$ cat config.mk
export PLATFORM = sky130hd
export DESIGN_NAME = proc
export DESIGN_NICKNAME = d
export VERILOG_FILES = /design/src/common/procPkg.sv /design/src/common/idExIf.sv /design/src/fetch/fetchStage.sv /design/src/decode/regFile.sv /design/src/decode/decodeStage.sv /design/src/execute/executeStage.sv /design/src/logic/proc.sv
export SDC_FILE = /design/constraint.sdc
export NUM_CORES = 1
export LEC_CHECK = 0
export ABC_AREA = 1
export BUFFER_PORTS_ARGS = -buffer_cell sky130_fd_sc_hd__buf_4
export CAP_MARGIN = 20
export CELL_PAD_IN_SITES_DETAIL_PLACEMENT = 1
export CELL_PAD_IN_SITES_GLOBAL_PLACEMENT = 1
export CORE_ASPECT_RATIO = 1.1
export CORE_MARGIN = 1
export CORE_UTILIZATION = 50
export CTS_CLUSTER_SIZE = 14
export DETAILED_ROUTE_END_ITERATION = 12
export PLACE_DENSITY = 0.9
export SYNTH_ARGS = -nofsm -noshare
export SYNTH_HDL_FRONTEND = slang
export SYNTH_HIERARCHICAL = 1
export SYNTH_SLANG_ARGS = --single-unit
$ cat constraint.sdc
create_clock -name clk -period 6.3 [get_ports clk]
set_clock_uncertainty 0.15 [all_clocks]
set_input_delay 0.63 -clock clk [delete_from_list [all_inputs] [get_ports clk]]
set_output_delay 0.63 -clock clk [all_outputs]
set_load 0.1 [all_outputs]
$ cat src/common/procPkg.sv
/*
  shared definitions for the 16-bit pipelined core
  widths, register count and PC step
  opcodes and ALU function codes
  instruction word union with R, I and B views
*/
package procPkg;

  localparam int dataWidth   = 16;
  localparam int regCount    = 8;
  localparam int regIdxWidth = 3;

  // byte step per instruction
  localparam logic [dataWidth-1:0] pcStep = 16'd2;

  // opcodes, upper five bits of the word
  localparam logic [4:0] opHalt = 5'b00000;
  localparam logic [4:0] opNop  = 5'b00001;
  localparam logic [4:0] opAddi = 5'b01000;
  localparam logic [4:0] opXori = 5'b01010;
  localparam logic [4:0] opBeqz = 5'b01100;
  localparam logic [4:0] opBnez = 5'b01101;
  localparam logic [4:0] opLbi  = 5'b11000;
  localparam logic [4:0] opAlu  = 5'b11011;

  // ALU functions, also the func field of opAlu
  localparam logic [1:0] aluAdd  = 2'b00;  // rs + rt
  localparam logic [1:0] aluSub  = 2'b01;  // rt - rs
  localparam logic [1:0] aluXor  = 2'b10;
  localparam logic [1:0] aluAndn = 2'b11;  // rs & ~rt

  // one instruction word, three field layouts
  typedef union packed {
    struct packed {
      logic [4:0]             op;
      logic [regIdxWidth-1:0] rs;
      logic [regIdxWidth-1:0] rt;
      logic [regIdxWidth-1:0] rd;
      logic [1:0]             func;
    } rFmt;
    struct packed {
      logic [4:0]             op;
      logic [regIdxWidth-1:0] rs;
      logic [regIdxWidth-1:0] rd;
      logic [4:0]             imm5;
    } iFmt;
    struct packed {
      logic [4:0]             op;
      logic [regIdxWidth-1:0] rs;
      logic [7:0]             imm8;
    } bFmt;
  } instrWord;

endpackage

$ cat src/common/idExIf.sv
/*
  decode to execute pipeline register bundle
  source side written by decode, sink side read by execute
*/
`timescale 1ns/10ps

interface idExIf;

  logic                                valid;
  logic [procPkg::dataWidth-1:0]       pc;      // address of next instruction
  logic [procPkg::dataWidth-1:0]       opA;
  logic [procPkg::dataWidth-1:0]       opB;
  logic [procPkg::dataWidth-1:0]       imm;     // already extended
  logic [procPkg::regIdxWidth-1:0]     rs;
  logic [procPkg::regIdxWidth-1:0]     rt;
  logic [procPkg::regIdxWidth-1:0]     rd;
  logic [1:0]                          aluFunc;
  logic                                useImm;
  logic                                regWrite;
  logic                                readsRs;
  logic                                readsRt;
  logic                                branch;
  logic                                branchOnZero;
  logic                                halt;
  logic                                illegal;

  modport source (output valid, pc, opA, opB, imm, rs, rt, rd, aluFunc, useImm,
                  regWrite, readsRs, readsRt, branch, branchOnZero, halt, illegal);

  modport sink (input valid, pc, opA, opB, imm, rs, rt, rd, aluFunc, useImm,
                regWrite, readsRs, readsRt, branch, branchOnZero, halt, illegal);

endinterface

$ cat src/fetch/fetchStage.sv
/*
  fetch stage
  PC counter with redirect and freeze
  fetch/decode pipeline register
*/
`timescale 1ns/10ps

module fetchStage (
  input  logic                          clk,
  input  logic                          rstN,
  input  logic                          redirect,
  input  logic [procPkg::dataWidth-1:0] redirectPc,
  input  logic                          stopFetch,
  output logic [procPkg::dataWidth-1:0] instrAddr,
  input  procPkg::instrWord             instrIn,
  output procPkg::instrWord             ifInstr,
  output logic [procPkg::dataWidth-1:0] ifPc,
  output logic                          ifValid
);

  logic [procPkg::dataWidth-1:0] pc;
  logic [procPkg::dataWidth-1:0] nextPc;
  logic                          frozen;  // sticky once halt or illegal seen
  logic                          hold;

  assign instrAddr = pc;
  assign nextPc    = pc + procPkg::pcStep;
  assign hold      = stopFetch | frozen;

  always_ff @(posedge clk) begin
    if (!rstN) begin
      pc     <= '0;
      frozen <= 1'b0;
    end else begin
      frozen <= hold;
      if (redirect)
        pc <= redirectPc;  // taken branch wins
      else if (!hold)
        pc <= nextPc;
    end
  end

  // fetch/decode register
  always_ff @(posedge clk) begin
    if (!rstN)
      ifValid <= 1'b0;
    else
      ifValid <= ~(redirect | hold);  // flushed or frozen slots go invalid
  end

  always_ff @(posedge clk) begin
    ifInstr <= instrIn;
    ifPc    <= nextPc;
  end

endmodule

$ cat src/decode/regFile.sv
/*
  eight-entry register file
  two combinational read ports, one write port
  same-cycle write data passed to the reads
*/
`timescale 1ns/10ps

module regFile (
  input  logic                            clk,
  input  logic                            rstN,
  input  logic [procPkg::regIdxWidth-1:0] rdIdxA,
  input  logic [procPkg::regIdxWidth-1:0] rdIdxB,
  output logic [procPkg::dataWidth-1:0]   rdDataA,
  output logic [procPkg::dataWidth-1:0]   rdDataB,
  input  logic                            wrEn,
  input  logic [procPkg::regIdxWidth-1:0] wrIdx,
  input  logic [procPkg::dataWidth-1:0]   wrData
);

  logic [procPkg::dataWidth-1:0] regs [procPkg::regCount];

  always_ff @(posedge clk) begin
    if (!rstN) begin
      for (int i = 0; i < procPkg::regCount; i++)
        regs[i] <= '0;
    end else if (wrEn) begin
      regs[wrIdx] <= wrData;
    end
  end

  // write-through so decode sees the writeback of this cycle
  assign rdDataA = (wrEn && wrIdx == rdIdxA) ? wrData : regs[rdIdxA];
  assign rdDataB = (wrEn && wrIdx == rdIdxB) ? wrData : regs[rdIdxB];

endmodule

$ cat src/decode/decodeStage.sv
/*
  decode stage
  opcode decode through the instruction views, immediate extension
  register read, halt and illegal detection
  decode/execute pipeline register
*/
`timescale 1ns/10ps

module decodeStage (
  input  logic                             clk,
  input  logic                             rstN,
  input  procPkg::instrWord                ifInstr,
  input  logic [procPkg::dataWidth-1:0]    ifPc,
  input  logic                             ifValid,
  input  logic                             redirect,
  input  logic                             wbEn,
  input  logic [procPkg::regIdxWidth-1:0]  wbReg,
  input  logic [procPkg::dataWidth-1:0]    wbData,
  output logic                             stopFetch,
  idExIf.source                            toEx
);

  localparam int immPad5 = procPkg::dataWidth - 5;
  localparam int immPad8 = procPkg::dataWidth - 8;

  logic [procPkg::dataWidth-1:0]   rsData;
  logic [procPkg::dataWidth-1:0]   rtData;
  logic [procPkg::dataWidth-1:0]   decImm;
  logic [procPkg::regIdxWidth-1:0] decRd;
  logic [1:0]                      decFunc;
  logic decUseImm;
  logic decRegWrite;
  logic decReadsRs;
  logic decReadsRt;
  logic decBranch;
  logic decOnZero;
  logic decHalt;
  logic decIllegal;

  regFile regs (
    .clk    (clk),
    .rstN   (rstN),
    .rdIdxA (ifInstr.rFmt.rs),
    .rdIdxB (ifInstr.rFmt.rt),
    .rdDataA(rsData),
    .rdDataB(rtData),
    .wrEn   (wbEn),
    .wrIdx  (wbReg),
    .wrData (wbData)
  );

  always_comb begin
    decFunc     = procPkg::aluAdd;
    decImm      = '0;
    decRd       = ifInstr.rFmt.rd;
    decUseImm   = 1'b0;
    decRegWrite = 1'b0;
    decReadsRs  = 1'b0;
    decReadsRt  = 1'b0;
    decBranch   = 1'b0;
    decOnZero   = 1'b0;
    decHalt     = 1'b0;
    decIllegal  = 1'b0;
    case (ifInstr.rFmt.op)
      procPkg::opHalt: decHalt = 1'b1;
      procPkg::opNop: begin
      end
      procPkg::opAddi: begin
        decImm      = {{immPad5{ifInstr.iFmt.imm5[4]}}, ifInstr.iFmt.imm5};
        decRd       = ifInstr.iFmt.rd;
        decUseImm   = 1'b1;
        decRegWrite = 1'b1;
        decReadsRs  = 1'b1;
      end
      procPkg::opXori: begin
        decFunc     = procPkg::aluXor;
        decImm      = {{immPad5{1'b0}}, ifInstr.iFmt.imm5};  // zero extended
        decRd       = ifInstr.iFmt.rd;
        decUseImm   = 1'b1;
        decRegWrite = 1'b1;
        decReadsRs  = 1'b1;
      end
      procPkg::opBeqz, procPkg::opBnez: begin
        decImm     = {{immPad8{ifInstr.bFmt.imm8[7]}}, ifInstr.bFmt.imm8};
        decReadsRs = 1'b1;
        decBranch  = 1'b1;
        decOnZero  = (ifInstr.rFmt.op == procPkg::opBeqz);
      end
      procPkg::opLbi: begin
        // rs field is the destination, A side reads as zero
        decImm      = {{immPad8{ifInstr.bFmt.imm8[7]}}, ifInstr.bFmt.imm8};
        decRd       = ifInstr.bFmt.rs;
        decUseImm   = 1'b1;
        decRegWrite = 1'b1;
      end
      procPkg::opAlu: begin
        decFunc     = ifInstr.rFmt.func;
        decRegWrite = 1'b1;
        decReadsRs  = 1'b1;
        decReadsRt  = 1'b1;
      end
      default: decIllegal = 1'b1;
    endcase
  end

  assign stopFetch = ifValid & (decHalt | decIllegal) & ~redirect;

  always_ff @(posedge clk) begin
    if (!rstN)
      toEx.valid <= 1'b0;
    else
      toEx.valid <= ifValid & ~redirect;  // squash on taken branch
  end

  always_ff @(posedge clk) begin
    toEx.pc           <= ifPc;
    toEx.opA          <= rsData;
    toEx.opB          <= rtData;
    toEx.imm          <= decImm;
    toEx.rs           <= ifInstr.rFmt.rs;
    toEx.rt           <= ifInstr.rFmt.rt;
    toEx.rd           <= decRd;
    toEx.aluFunc      <= decFunc;
    toEx.useImm       <= decUseImm;
    toEx.regWrite     <= decRegWrite;
    toEx.readsRs      <= decReadsRs;
    toEx.readsRt      <= decReadsRt;
    toEx.branch       <= decBranch;
    toEx.branchOnZero <= decOnZero;
    toEx.halt         <= decHalt;
    toEx.illegal      <= decIllegal;
  end

endmodule

$ cat src/execute/executeStage.sv
/*
  execute stage
  operand forwarding from the writeback register, ALU
  branch resolution and redirect
  execute/writeback register, sticky halted and err
*/
`timescale 1ns/10ps

module executeStage (
  input  logic                             clk,
  input  logic                             rstN,
  idExIf.sink                              fromId,
  output logic                             redirect,
  output logic [procPkg::dataWidth-1:0]    redirectPc,
  output logic                             wbEn,
  output logic [procPkg::regIdxWidth-1:0]  wbReg,
  output logic [procPkg::dataWidth-1:0]    wbData,
  output logic                             halted,
  output logic                             err
);

  logic                          fwdHitA;
  logic                          fwdHitB;
  logic [procPkg::dataWidth-1:0] srcA;
  logic [procPkg::dataWidth-1:0] rtVal;
  logic [procPkg::dataWidth-1:0] srcB;
  logic [procPkg::dataWidth-1:0] aluOut;
  logic                          rsZero;
  logic                          stopping;

  // result one stage ahead writes a register we read
  assign fwdHitA = fromId.readsRs && wbEn && (wbReg == fromId.rs);
  assign fwdHitB = fromId.readsRt && wbEn && (wbReg == fromId.rt);

  always_comb begin
    if (!fromId.readsRs)
      srcA = '0;  // lbi passes imm through the adder
    else if (fwdHitA)
      srcA = wbData;
    else
      srcA = fromId.opA;
  end

  assign rtVal = fwdHitB ? wbData : fromId.opB;
  assign srcB  = fromId.useImm ? fromId.imm : rtVal;

  always_comb begin
    case (fromId.aluFunc)
      procPkg::aluAdd:  aluOut = srcA + srcB;
      procPkg::aluSub:  aluOut = srcB - srcA;  // rt minus rs
      procPkg::aluXor:  aluOut = srcA ^ srcB;
      procPkg::aluAndn: aluOut = srcA & ~srcB;
      default:          aluOut = srcA + srcB;
    endcase
  end

  // branch on the forwarded rs
  assign rsZero     = (srcA == '0);
  assign redirect   = fromId.valid & fromId.branch & (fromId.branchOnZero == rsZero);
  assign redirectPc = fromId.pc + fromId.imm;

  assign stopping = fromId.valid & (fromId.halt | fromId.illegal);

  always_ff @(posedge clk) begin
    if (!rstN) begin
      wbEn   <= 1'b0;
      halted <= 1'b0;
      err    <= 1'b0;
    end else begin
      wbEn   <= fromId.valid & fromId.regWrite;
      halted <= halted | stopping;                        // stays up
      err    <= err | (fromId.valid & fromId.illegal);
    end
  end

  // writeback payload
  always_ff @(posedge clk) begin
    wbReg  <= fromId.rd;
    wbData <= aluOut;
  end

endmodule

$ cat src/logic/proc.sv
/*
  core top level
  fetch, decode and execute stages joined by the
  decode/execute bundle, writeback bus out as plain ports
*/
`timescale 1ns/10ps

module proc (
  input  logic                            clk,
  input  logic                            rstN,
  output logic [procPkg::dataWidth-1:0]   instrAddr,
  input  logic [procPkg::dataWidth-1:0]   instrIn,
  output logic                            wbEn,
  output logic [procPkg::regIdxWidth-1:0] wbReg,
  output logic [procPkg::dataWidth-1:0]   wbData,
  output logic                            halted,
  output logic                            err
);

  procPkg::instrWord             ifInstr;
  logic [procPkg::dataWidth-1:0] ifPc;
  logic                          ifValid;
  logic                          redirect;
  logic [procPkg::dataWidth-1:0] redirectPc;
  logic                          stopFetch;

  idExIf idEx ();

  fetchStage fetch (
    .clk       (clk),
    .rstN      (rstN),
    .redirect  (redirect),
    .redirectPc(redirectPc),
    .stopFetch (stopFetch),
    .instrAddr (instrAddr),
    .instrIn   (instrIn),
    .ifInstr   (ifInstr),
    .ifPc      (ifPc),
    .ifValid   (ifValid)
  );

  decodeStage decode (
    .clk      (clk),
    .rstN     (rstN),
    .ifInstr  (ifInstr),
    .ifPc     (ifPc),
    .ifValid  (ifValid),
    .redirect (redirect),
    .wbEn     (wbEn),
    .wbReg    (wbReg),
    .wbData   (wbData),
    .stopFetch(stopFetch),
    .toEx     (idEx.source)
  );

  executeStage execute (
    .clk       (clk),
    .rstN      (rstN),
    .fromId    (idEx.sink),
    .redirect  (redirect),
    .redirectPc(redirectPc),
    .wbEn      (wbEn),
    .wbReg     (wbReg),
    .wbData    (wbData),
    .halted    (halted),
    .err       (err)
  );

endmodule

# Word level (Yosys, flattened, before mapping)
# Memories as Yosys holds them, arrays and structs flattened. A register that Yosys moved wholly into a read port is not among the register bits.
# Cells that the tools add are included.
[totals] in_bits=18 ram_bits=128 memories=1 word_cells=110 output_inout_bits=38 reg_bits=156
[op_classes] reduce_logical=17 n_bitwise=19 add_sub_neg=4 eq_ne=16 mux=26
[memory_table] memory="decode.regs.regs" words=8 width=16 read_ports=2 rd_clocked_by_memory_dff=2 write_ports=8 line_no="regFile.sv:20" source="logic [procPkg::dataWidth-1:0] regs [procPkg::regCount];"
[op_table] operator="2-to-1 mux 16 bit" count=9
[op_table] operator="case mux 16 bit (4 select lines)" count=1
[op_table] operator="case mux 16 bit (3 select lines)" count=1
[op_table] operator="adder 16 bit" count=2
[op_table] operator="== test 5 x 4 -> 1 bit, second input constant" count=4
[op_table] operator="adder 16 x 2 -> 16 bit, second input constant" count=1
[op_table] operator="AND 16 bit" count=1
[op_table] operator="logical NOT 16 bit" count=1
[op_table] operator="inverter 16 bit" count=1
[op_table] operator="OR reduction 16 bit" count=1
[op_table] operator="subtractor 16 bit" count=1
[op_table] operator="XOR 16 bit" count=1
[op_table] operator="== test 3 bit" count=4
[op_table] operator="2-to-1 mux 1 bit" count=12
[op_table] operator="== test 5 bit, second input constant" count=2
[op_table] operator="AND 1 bit" count=8
[op_table] operator="OR reduction 8 bit" count=1
[op_table] operator="logical AND 1 bit" count=6
[op_table] operator="bitwise OR 1 bit" count=6
[op_table] operator="case mux 3 bit (2 select lines)" count=1
[op_table] operator="OR reduction 3 bit" count=2
[op_table] operator="== test 5 x 1 -> 1 bit, second input constant" count=1
[op_table] operator="logical NOT 5 bit" count=1
[op_table] operator="OR reduction 5 bit" count=1
[op_table] operator="other kinds (10)" count=13

# Depth between registers and ports, before layout
# Gate-level depths: netlist (run 1).
[logic_depth] depth_word=12 depth_mapped=28 ltp_nobuf=27

# Modules after synthesis
# The synthesis (run 1) kept the hierarchy.
[modules_own_cells] mod="regFile" seq_area_each_um2=3843.7 area_each_um2=7772.5 n_inst=1 cells_each=1057
[modules_own_cells] mod="executeStage" seq_area_each_um2=440.4 area_each_um2=3778.6 n_inst=1 cells_each=620
[modules_own_cells] mod="decodeStage" seq_area_each_um2=1521.5 area_each_um2=1936.9 n_inst=1 cells_each=165
[modules_own_cells] mod="fetchStage" seq_area_each_um2=1001.0 area_each_um2=1813.0 n_inst=1 cells_each=215

# Worst setup path after synthesis (run 1)
# OpenSTA, ideal clock, no wires.
[synth_path] path_kind="register -> register" startpoint="register execute/wbReg[0] (netlist bit)" endpoint="register execute/wbData[13] (netlist bit)" required_ps=6030 setup_ps=120 setup_slack_ps=1972 synth_period_minus_slack_ps=4328 arrival_ps=4058 path_stages_with_launch=24 n_path_buf=0 cell_sequence="dfxtp_1 nand2_1 nand2_4 nor2_8 nand2_4 o21bai_1 nor2_1 inv_1 ha_1 nand2_1 nand3b_1 nand2_1 xor2_1 inv_1 ha_1 nand2_1 inv_1 a21oi_1 or2_2 nand4_1 a31o_2 or2_2 nand3_1 nand3_1"
[synth_between] elab_chain_cells=7 elab_cells_between_ends=14 cone_classes="2 x add/sub; 2 x eq/ne; 5 x mux; 3 x bitwise; 2 x reduce/logical"
[synth_rtl] element="start: declaration" line_no="executeStage.sv:16" source="output logic [procPkg::regIdxWidth-1:0] wbReg,"
[synth_rtl] element="start signal: assignment" line_no="executeStage.sv:78" source="wbReg <= fromId.rd;"
[synth_rtl] element="parallel branches: the longest is 6 deep, another holds subtractor 16 bit"
[synth_rtl] element="case mux 16 bit (4 select lines) *" line_no="executeStage.sv:48" source="case (fromId.aluFunc)"
[synth_rtl] element="net execute.aluOut (one bit)" line_no="executeStage.sv:27" source="logic [procPkg::dataWidth-1:0] aluOut;"
[synth_rtl] element="end signal: assignment" line_no="executeStage.sv:79" source="wbData <= aluOut;"
[synth_rtl] element="end: declaration" line_no="executeStage.sv:17" source="output logic [procPkg::dataWidth-1:0] wbData,"
# Mark *: on every way through the listed nets, which the timed path passes.
# A chain may end at the register's enable or synchronous reset.

# Final worst setup path (run 1)
[layout_path] startpoint="register decode.toEx.readsRs" endpoint="register fetch.pc, in the netlist fetch/instrAddr[7]"
[layout_between] elab_chain_cells=11 elab_cells_between_ends=12 cone_classes="2 x eq/ne; 3 x mux; 4 x bitwise; 3 x reduce/logical"
[layout_rtl] element="start: declaration" line_no="idExIf.sv:28" source="regWrite, readsRs, readsRt, branch, branchOnZero, halt, illegal);"
[layout_rtl] element="start signal: assignment" line_no="decodeStage.sv:126" source="toEx.readsRs <= decReadsRs;"
[layout_rtl] element="logical AND 1 bit (2 in series)" line_no="executeStage.sv:32" source="assign fwdHitA = fromId.readsRs && wbEn && (wbReg == fromId.rs);"
[layout_rtl] element="2-to-1 mux 16 bit" line_no="executeStage.sv:38" source="else if (fwdHitA)"
[layout_rtl] element="2-to-1 mux 16 bit *" line_no="executeStage.sv:36" source="if (!fromId.readsRs)"
[layout_rtl] element="logical NOT 16 bit *" line_no="executeStage.sv:58" source="assign rsZero = (srcA == '0);"
[layout_rtl] element="== test 1 bit *" line_no="executeStage.sv:59" source="assign redirect = fromId.valid & fromId.branch & (fromId.branchOnZero == rsZero);"
[layout_rtl] element="AND 1 bit *" line_no="executeStage.sv:59"
[layout_rtl] element="net redirect" line_no="proc.sv:23" source="logic redirect;"
[layout_rtl] element="inverter 1 bit *" line_no="decodeStage.sv:106" source="assign stopFetch = ifValid & (decHalt | decIllegal) & ~redirect;"
[layout_rtl] element="AND 1 bit *" line_no="decodeStage.sv:106"
[layout_rtl] element="net stopFetch" line_no="proc.sv:25" source="logic stopFetch;"
[layout_rtl] element="bitwise OR 1 bit *" line_no="fetchStage.sv:28" source="assign hold = stopFetch | frozen;"
[layout_rtl] element="!= test 2 x 1 -> 1 bit (no line) *"
[layout_rtl] element="end signal: assignment" line_no="fetchStage.sv:37" source="pc <= redirectPc;"
[layout_rtl] element="end signal: assignment" line_no="fetchStage.sv:39" source="pc <= nextPc;"
[layout_rtl] element="end: declaration" line_no="fetchStage.sv:21" source="logic [procPkg::dataWidth-1:0] pc;"
# The timed path passes the listed nets; every way through them passes the cells marked *.

==> results of run 1 <==
through the flow:
step	cells	instance area (µm²)	utilization (%)	power (mW)	worst slack (ns)
after floorplan	2057	15300	-	3.177	1.972
after global placement	2441	15790	52.95	3.560	1.972
after detailed placement	2441	15790	52.95	3.610	1.606
after CTS	2501	16750	56.19	5.269	1.521
after global routing	2503	16790	56.33	5.465	1.049
final	2503	16790	56.33	5.288	1.407
cells by family after synthesis:
family          Yosys count  share of synthesized area, %
simple gates           1119                         32.02
buf+inv                 419                         11.49
flops                   276                         44.48
compound gates          157                         5.757
fa+ha+maj                50                         4.187
xor+xnor                 36                         2.061
sequential cells by signal, indices dropped and copies added, names as in the netlist, 2 cells and up:
signal / cells
decode/regs/regs: 128
decode/toEx.aluFunc: 2
decode/toEx.imm: 8
decode/toEx.opA: 16
decode/toEx.opB: 16
decode/toEx.pc: 16
decode/toEx.rd: 3
decode/toEx.rs: 3
decode/toEx.rt: 3
execute/wbData: 16
execute/wbReg: 3
fetch/ifInstr: 16
fetch/ifPc: 16
fetch/instrAddr: 16
what timing repair did:
action / CTS / global route
hold endpoints to repair: 7 / 0
gates resized for setup: 0 / 0
hold buffers: 7 / 0
cell usage after synthesis, types with 6 or more instances:
library cell,number,area (µm²)
nand2_1,583,2188
inv_1,310,1164
nand3_1,271,1356
nor2_1,177,664.4
dfxtp_1,148,2963
edfxtp_1,128,3844
o21ai_0,60,300.3
ha_1,48,600.6
a21oi_1,42,210.2
buf_2,34,170.2
xor2_1,28,245.2
clkbuf_1,27,101.4
nand2_2,19,118.9
o21ai_1,18,90.09
nand3_2,17,170.2
buf_4,16,120.1
inv_2,15,56.30
nor2_2,13,81.33
o211ai_1,9,67.56
xnor2_1,8,70.07
nand4_1,7,43.79
nor3_1,7,35.03
and2_1,6,37.54
nor2_4,6,67.56
final timing paths:
| check | startpoint | end | slack (ns) | cells after the start |
|---|---|---|---|---|
| min reg2reg | decode/toEx.rd[1] | execute/wbReg[1] | 0.17 | 0 |
| max reg2reg | decode/toEx.readsRs | fetch/instrAddr[7] | 1.41 | 26 |
| max | decode/toEx.readsRs | fetch/instrAddr[7] | 1.41 | 26 |
| min | instrIn[4] | fetch/ifInstr[4] | 0.01 | 1 |
report_power, final:
| group | internal (mW) | switching (mW) |
|---|---|---|
| clock | 0.907 | 0.745 |
| combinational | 0.339 | 1.10 |
| sequential | 2.00 | 0.192 |
| total | 3.25 | 2.04 |
final cells by class:
| type | instances | area [µm²] |
|---|---|---|
| tap | 408 | 510.5 |
| inverter | 331 | 1250 |
| fill | 3758 | 13020 |
| clock buffer | 44 | 824.5 |
| multi-input combinational | 1362 | 6736 |
| sequential | 276 | 6809 |
| timing repair buffer | 73 | 593.1 |
| clock inverter | 9 | 68.82 |
metal layers:
metal / share of wire (%) / vias up / GRT usage, %
li1: - / 6520 / -
met1: 37 / 7097 / 39.61
met2: 50 / 644 / 65.39
met3: 6.3 / 234 / 4.890
met4: 6.7 / 0 / 23.75
met5: 0 / - / 0
==> results_dict.tcl, run 1 <==
set metrics [dict create \
    cts_max_path_buffers 3 \
    ant_nets 0 \
    post_cts_buffers 0 \
    clk_latency_ns 0.57 \
    finalSetupTns_ns 0 \
    fmax_mhz 204.4 \
    hpwl_um 35620 \
    antenna_found_initial 0 \
    die_x_um 168.8 \
    ys_warn_count 6 \
    relSlewSlack_pct 18.63 \
    hold_violations 0 \
    worst_path_dominant_cell_family "simple AND/OR/NAND/NOR gates" \
    boundaryPins 56 \
    crit_type "reg -> reg" \
    drt_iter0_drc 1283 \
    grt_overflow 0 \
    gp_congestion 0.8754 \
    synth-async-reset-ratio_pct 0 \
    post_drt_wl_per_cell_um 22.32 \
    wirelength_um 55860 \
    cts_max_level 1 \
    dr.pass1.iters 5 \
    cp-start-kind "flip-flop" \
    dieArea_um2 31310 \
    fin_nets 2141 \
    vdd_drop_max_uv 235.9 \
    grt_pass1_wl_um 86110 \
    synthFlopType "dfxtp_1" \
    port_buffers 55 \
    cpMaxStageDelayCell "dfxtp_1" \
    ys_types 48 \
    die_y_um 185.5 \
    outcome "finished clean" \
    cap_violations 0 \
    cp_slowest_stage_delay_ns 0.80 \
    layout-drive-gt1-share_pct 9.690 \
    holdWs_ns 0.01350 \
    ys_seq_elements 276 \
    num_rows 66 \
    start_util_pct 51.33 \
    synth_nets 2125 \
    final-setup-viol-count 0 \
    cts_tree "built" \
    synthCells 2057 \
    grt_pass1_vias 15710 \
    cts_made_buffers 29 \
    synth_area_um2 15300 \
    areaGrowthSynthToFinish_pct 9.748 \
    syn_avg_cell_area_um2 7.438 \
    yosysSeqAreaShare_pct 44.48 \
    cp.required_ns 6.62 \
    drv_slew 0 \
    core_um2 29810 \
    clk_pin_slew_ns 0.06 \
    route.detailed.drc 0 \
    worstMarginPinSlew_ns 1.218 \
    grt_max_degree 65 \
    grt_use_total_pct 36.09 \
    layout_min_cycle_time_ns 4.893 \
    viasPerCell 5.791 \
    layout_commonest_cell "nand2_1" \
    post-route-period-util_pct 77.67 \
    synth_edf_count 128 \
    leakage_nw 8.265 \
    end_kind "flip-flop" \
    mostFrequentLayoutCells "nand2_1, inv_1, nand3_1, nor2_1, dfxtp_1" \
    path_max_fanout 20 \
    cts-root-buf "clkbuf_16" \
    diodes 0 \
    rsz0062_at_grt "no" \
    crit_arrival_ns 5.22 \
    powerDensity_nw_per_um2 314.9 \
    hp-class "in -> reg" \
    cts_sinks 276 \
    critical_path_buf_inv_count 7 \
    vias 14500 \
]
Note: power is estimated with default switching activity, not from simulation.
==> run 2, diff against run 1 <==
CORE_UTILIZATION = 47   (was 50)
PLACE_DENSITY = 0.85   (was 0.9)
clock period = 5.1 ns   (was 6.3 ns; I/O delays follow)
==> run 2 against run 1 <==
  * Worst hold slack improved by 0.16 ns
  * Combinational power rose by 22%
  * Core utilization fell by 3.0 points
  * First-iteration DRC count fell by 20%
  * Wire length fell by 5.5%
  * Final area rose by 0.80%
  * Critical endpoint unchanged
==> results_dict.tcl, run 2 (same netlist as run 1, synthesis figures left out) <==
set metrics [dict create \
    port_buffers 55 \
    p_sw_share_pct 37.48 \
    gp_congestion 0.8711 \
    mostFrequentLayoutCells "nand2_1, inv_1, nand3_1, nor2_1, dfxtp_1" \
    cp_common_cell "inv_1" \
    hold_end "decode/toEx.pc[0]" \
    r2r-end "fetch/instrAddr[7]" \
    power_frac_seq_pct 41.4 \
    worst_path_dominant_cell_family "simple AND/OR/NAND/NOR gates" \
    die_y_um 191.2 \
    min_path_cells 0 \
    powerDensity_nw_per_um2 386.4 \
    cts_sinks 276 \
    hpwl_um 34730 \
    fin_cells 2525 \
    cts_tree "built" \
    drt_iter0_drc 1028 \
    clockPowerShare_pct 31.8 \
    cts_made_buffers 28 \
    dieArea_um2 33280 \
    placedCellCount 2457 \
    final-setup-viol-count 0 \
    grt_overflow 0 \
    postPlaceCellArea_um2 15830 \
    cp.depth 25 \
    r2r-start "execute/wbReg[2]" \
    critical_path_buf_inv_count 6 \
    outcome "finished clean" \
    fmax_mhz 218.0 \
    switching_power_mw 2.452 \
    drv_slew 0 \
    core_um2 31740 \
    finalInstanceArea_um2 16930 \
    viasPerCell 5.560 \
    cap_violations 0 \
    die_x_um 174.0 \
    start_util_pct 48.21 \
    cts_max_level 1 \
    layout-drive-gt1-share_pct 9.786 \
    combinationalPowerShare_pct 26.8 \
    fin_nets 2151 \
    cpMaxStageDelayCell "dfxtp_1" \
    post_drt_wl_per_cell_um 20.91 \
    post-route-period-util_pct 89.96 \
    num_rows 68 \
    boundaryPins 56 \
    layout_min_cycle_time_ns 4.588 \
    relSlewSlack_pct 23.95 \
    antenna_found_initial 1 \
    grt_use_total_pct 32.09 \
    cp-startpoint "execute/wbReg[2]" \
    clk_pin_slew_ns 0.06 \
    rrSetupSlack_ns 0.51 \
    crit_type "reg -> reg" \
    reg2regPathDepth 25 \
    cts_resized 0 \
    grt_pass1_vias 15100 \
    wirelength_um 52800 \
    hold_violations 0 \
    dr.pass1.iters 7 \
    leakage_nw 8.327 \
    crit_arrival_ns 4.92 \
    cp.required_ns 5.44 \
    largest_reg_flops 128 \
    grt_max_degree 65 \
    ant_nets 0 \
    vdd_drop_max_uv 285.9 \
    vias 14040 \
    hp-class "reg -> reg" \
    clk_latency_ns 0.56 \
    layout_commonest_cell "nand2_1" \
    diodes 0 \
    finalSetupTns_ns 0 \
    cp_slowest_stage_delay_ns 0.52 \
    areaGrowthSynthToFinish_pct 10.62 \
    cts-root-buf "clkbuf_16" \
    min-delay-start "fetch/ifPc[0]" \
    p_int_mw 4.089 \
    route.detailed.drc 0 \
    multi_input_area_um2 6736 \
    top_register "decode/regs/regs" \
    seqCellArea_um2 6809 \
    cts_max_path_buffers 3 \
    cp-start-kind "flip-flop" \
    nFillCells 3984 \
    worstMarginPinSlew_ns 1.138 \
    path_max_fanout 17 \
    end_kind "flip-flop" \
    rsz0062_at_grt "no" \
    grt_pass1_wl_um 82010 \
]
-- run 2: final cells by class --
type	instances	area share (%)
well taps	420	3.105
inverters	331	7.385
multi-input cells	1362	39.80
clock buffers	42	5.189
clock inverters	10	0.3326
repair buffers	84	3.962
flip-flops and latches	276	40.23
-- run 2: per-stage QoR --
step / hold WS [ns] / utilization [%] / power, mW / setup slack, ns
finish: 0.1737 / 53.34 / 6.541 / 0.5122
CTS: 0.1748 / 53.34 / 6.538 / 0.6018
detailed placement: 0.1635 / 49.89 / 4.452 / 0.6869
global placement: 0.1596 / 49.89 / 4.393 / 0.9035
floorplan: 0.1596 / - / 3.925 / 0.7722
global route: 0.1823 / 53.34 / 6.786 / 0.1931
-- run 2: power by group through the flow --
stage / Combinational [mW] / Sequential, mW / Clock (mW)
2_1_floorplan: 0.825 / 3.10 / 0
3_3_place_gp: 1.65 / 2.74 / 0
3_5_place_dp: 1.71 / 2.75 / 0
4_1_cts: 1.73 / 2.70 / 2.10
5_1_grt: 1.89 / 2.71 / 2.19
6_report: 1.75 / 2.71 / 2.08
-- run 2: how the worst max path moves through the flow --
stage / endpoint / slack (ns)
finish: fetch/instrAddr[7] / 0.51
global route: execute/wbData[12] / 0.19
CTS: fetch/instrAddr[7] / 0.60
detailed placement: fetch/instrAddr[7] / 0.69
global placement: execute/wbData[13] / 0.90
floorplan: execute/wbData[13] / 0.77
-- run 2: per-layer routing --
layer  GRT usage, %  wire length, µm  vias up
li1               -                -     6537
met1          36.74            20530     6843
met2          58.86            26630      504
met3          3.898             2931      154
met4          16.16             2688        2
met5              0               11        -
-- run 2: timing repair --
action	4_1_cts	5_1_grt
setup buffers	0	0
hold buffers	16	0
hold endpoints to repair	16	0
==> run 3, diff against run 2 <==
CORE_ASPECT_RATIO = 0.8   (was 1.1)
==> run 3 against run 2 <==
  * Non-clock buffer count rose by 3
  * Largest power group unchanged
  * Worst hold slack improved by 0.0024 ns
  * Largest cell class unchanged
  * Die area barely moved
==> results_dict.tcl, run 3 (same netlist as run 1, synthesis figures left out) <==
set metrics [dict create \
    cts-root-buf "clkbuf_16" \
    nFillCells 3962 \
    layout_min_cycle_time_ns 4.569 \
    route.detailed.drc 0 \
    grt_overflow 0 \
    ant_nets 0 \
    die_x_um 203.7 \
    drv_slew 0 \
    cp-start-kind "flip-flop" \
    crit_type "reg -> reg" \
    clk_latency_ns 0.57 \
    clockPowerShare_pct 32.4 \
    leakage_nw 8.365 \
    finalCoreUtilization_pct 53.69 \
    preCtsSetupSlack_ns 0.5907 \
    mostFrequentLayoutCells "nand2_1, inv_1, nand3_1, nor2_1, dfxtp_1" \
    finalSetupTns_ns 0 \
    grt_pass1_wl_um 80770 \
    hpwl_um 34980 \
    crit_arrival_ns 4.87 \
    critical_path_buf_inv_count 4 \
    combinationalPowerShare_pct 27.0 \
    end_kind "flip-flop" \
    cts_tree "built" \
    hp-class "reg -> reg" \
    relSlewSlack_pct 24.88 \
    r2r-start "decode/toEx.readsRs" \
    largest_reg_flops 128 \
    cap_violations 0 \
    cts_max_path_buffers 3 \
    cts_max_level 1 \
    vias 14160 \
    fmax_mhz 218.9 \
    antenna_found_initial 1 \
    start_util_pct 48.25 \
    post_drt_wl_per_cell_um 20.81 \
    areaGrowthSynthToFinish_pct 11.28 \
    rsz0062_at_grt "no" \
    path_max_fanout 17 \
    gp_congestion 0.8820 \
    powerDensity_nw_per_um2 390.6 \
    rrSetupSlack_ns 0.53 \
    p_sw_share_pct 37.77 \
    worst_path_dominant_cell_family "simple AND/OR/NAND/NOR gates" \
    core_um2 31710 \
    port_buffers 55 \
    layout_commonest_cell "nand2_1" \
    hold_violations 0 \
    dieArea_um2 33280 \
    post-route-period-util_pct 89.59 \
    top_register "decode/regs/regs" \
    diodes 0 \
    p_int_mw 4.139 \
    dr.pass1.iters 5 \
    worstMarginPinSlew_ns 1.124 \
    outcome "finished clean" \
    cts_sinks 276 \
    wirelength_um 52650 \
    switching_power_mw 2.512 \
    power_frac_seq_pct 40.6 \
    min-delay-start "fetch/ifPc[13]" \
    vdd_drop_max_uv 339.5 \
    grt_pass1_vias 14670 \
    layout-drive-gt1-share_pct 10.00 \
    cp_common_cell "nand2_1" \
    grt_use_total_pct 31.82 \
    num_rows 58 \
    final-setup-viol-count 0 \
    cp.required_ns 5.41 \
    boundaryPins 56 \
    viasPerCell 5.598 \
    die_y_um 163.4 \
    drt_iter0_drc 1304 \
    seqCellArea_um2 6809 \
    cts_made_buffers 29 \
    fin_nets 2155 \
    cp_slowest_stage_delay_ns 0.82 \
    clk_pin_slew_ns 0.06 \
    multi_input_area_um2 6736 \
    cpMaxStageDelayCell "dfxtp_1" \
    grt_max_degree 67 \
    setup_slack_ns 0.5311 \
    cp-startpoint "decode/toEx.readsRs" \
]
==> run 3: changes by cell type in the layout (fill, tap and decap cells not counted), sizes merged <==
cell      change
buf           +3
bufinv        +1
clkbuf        +2
clkinv        -2
clkinvlp      +2
inv           -1
==> run 3: final timing paths <==
| kind | endpoint | cells after the start |
|---|---|---|
| max reg2reg | execute/wbData[13] | 26 |
| max | execute/wbData[13] | 26 |
| min | decode/toEx.pc[13] | 0 |
| min reg2reg | decode/toEx.pc[13] | 0 |
==> run 3: routing by layer <==
metal	track usage (%)	up-vias	share of wire, %
met2	52.18	569	46
met3	6.125	114	8.5
met5	0	-	0.025
li1	-	6551	-
met1	42.21	6927	43
met4	10.18	2	2.8
==> run 3: cell type report <==
cell class | instances | area share, %
clock inverter | 10 | 0.5291
inverter | 331 | 7.341
tap | 420 | 3.086
timing repair buffer | 87 | 4.350
clock buffer | 44 | 5.144
multi-input combinational | 1362 | 39.56
sequential | 276 | 39.99
==> run 3: metrics by stage <==
stage,hold slack (ns),power [mW],instances,cell area (µm²)
after detailed placement,0.1635,4.481,2457,15830
after global placement,0.1598,4.416,2457,15830
final,0.1761,6.651,2530,17030
after CTS,0.1780,6.651,2527,16960
after global routing,0.1794,6.910,2530,17030
after floorplan,0.1596,3.925,2057,15300
==> run 3: repair_timing <==
| item | in CTS | in global routing |
|---|---|---|
| endpoints found under the hold margin | 16 | 0 |
| gates resized for setup | 0 | 0 |
| setup endpoints to repair | 0 | 0 |
| hold buffers | 16 | 0 |
| buffers inserted | 0 | 0 |
==> run 3: power by group through the flow <==
stage | Sequential, mW | Combinational [mW] | Clock [mW]
2_1_floorplan | 3.10 | 0.825 | 0
3_3_place_gp | 2.73 | 1.69 | 0
3_5_place_dp | 2.74 | 1.74 | 0
4_1_cts | 2.69 | 1.77 | 2.19
5_1_grt | 2.70 | 1.92 | 2.28
6_report | 2.70 | 1.80 | 2.16
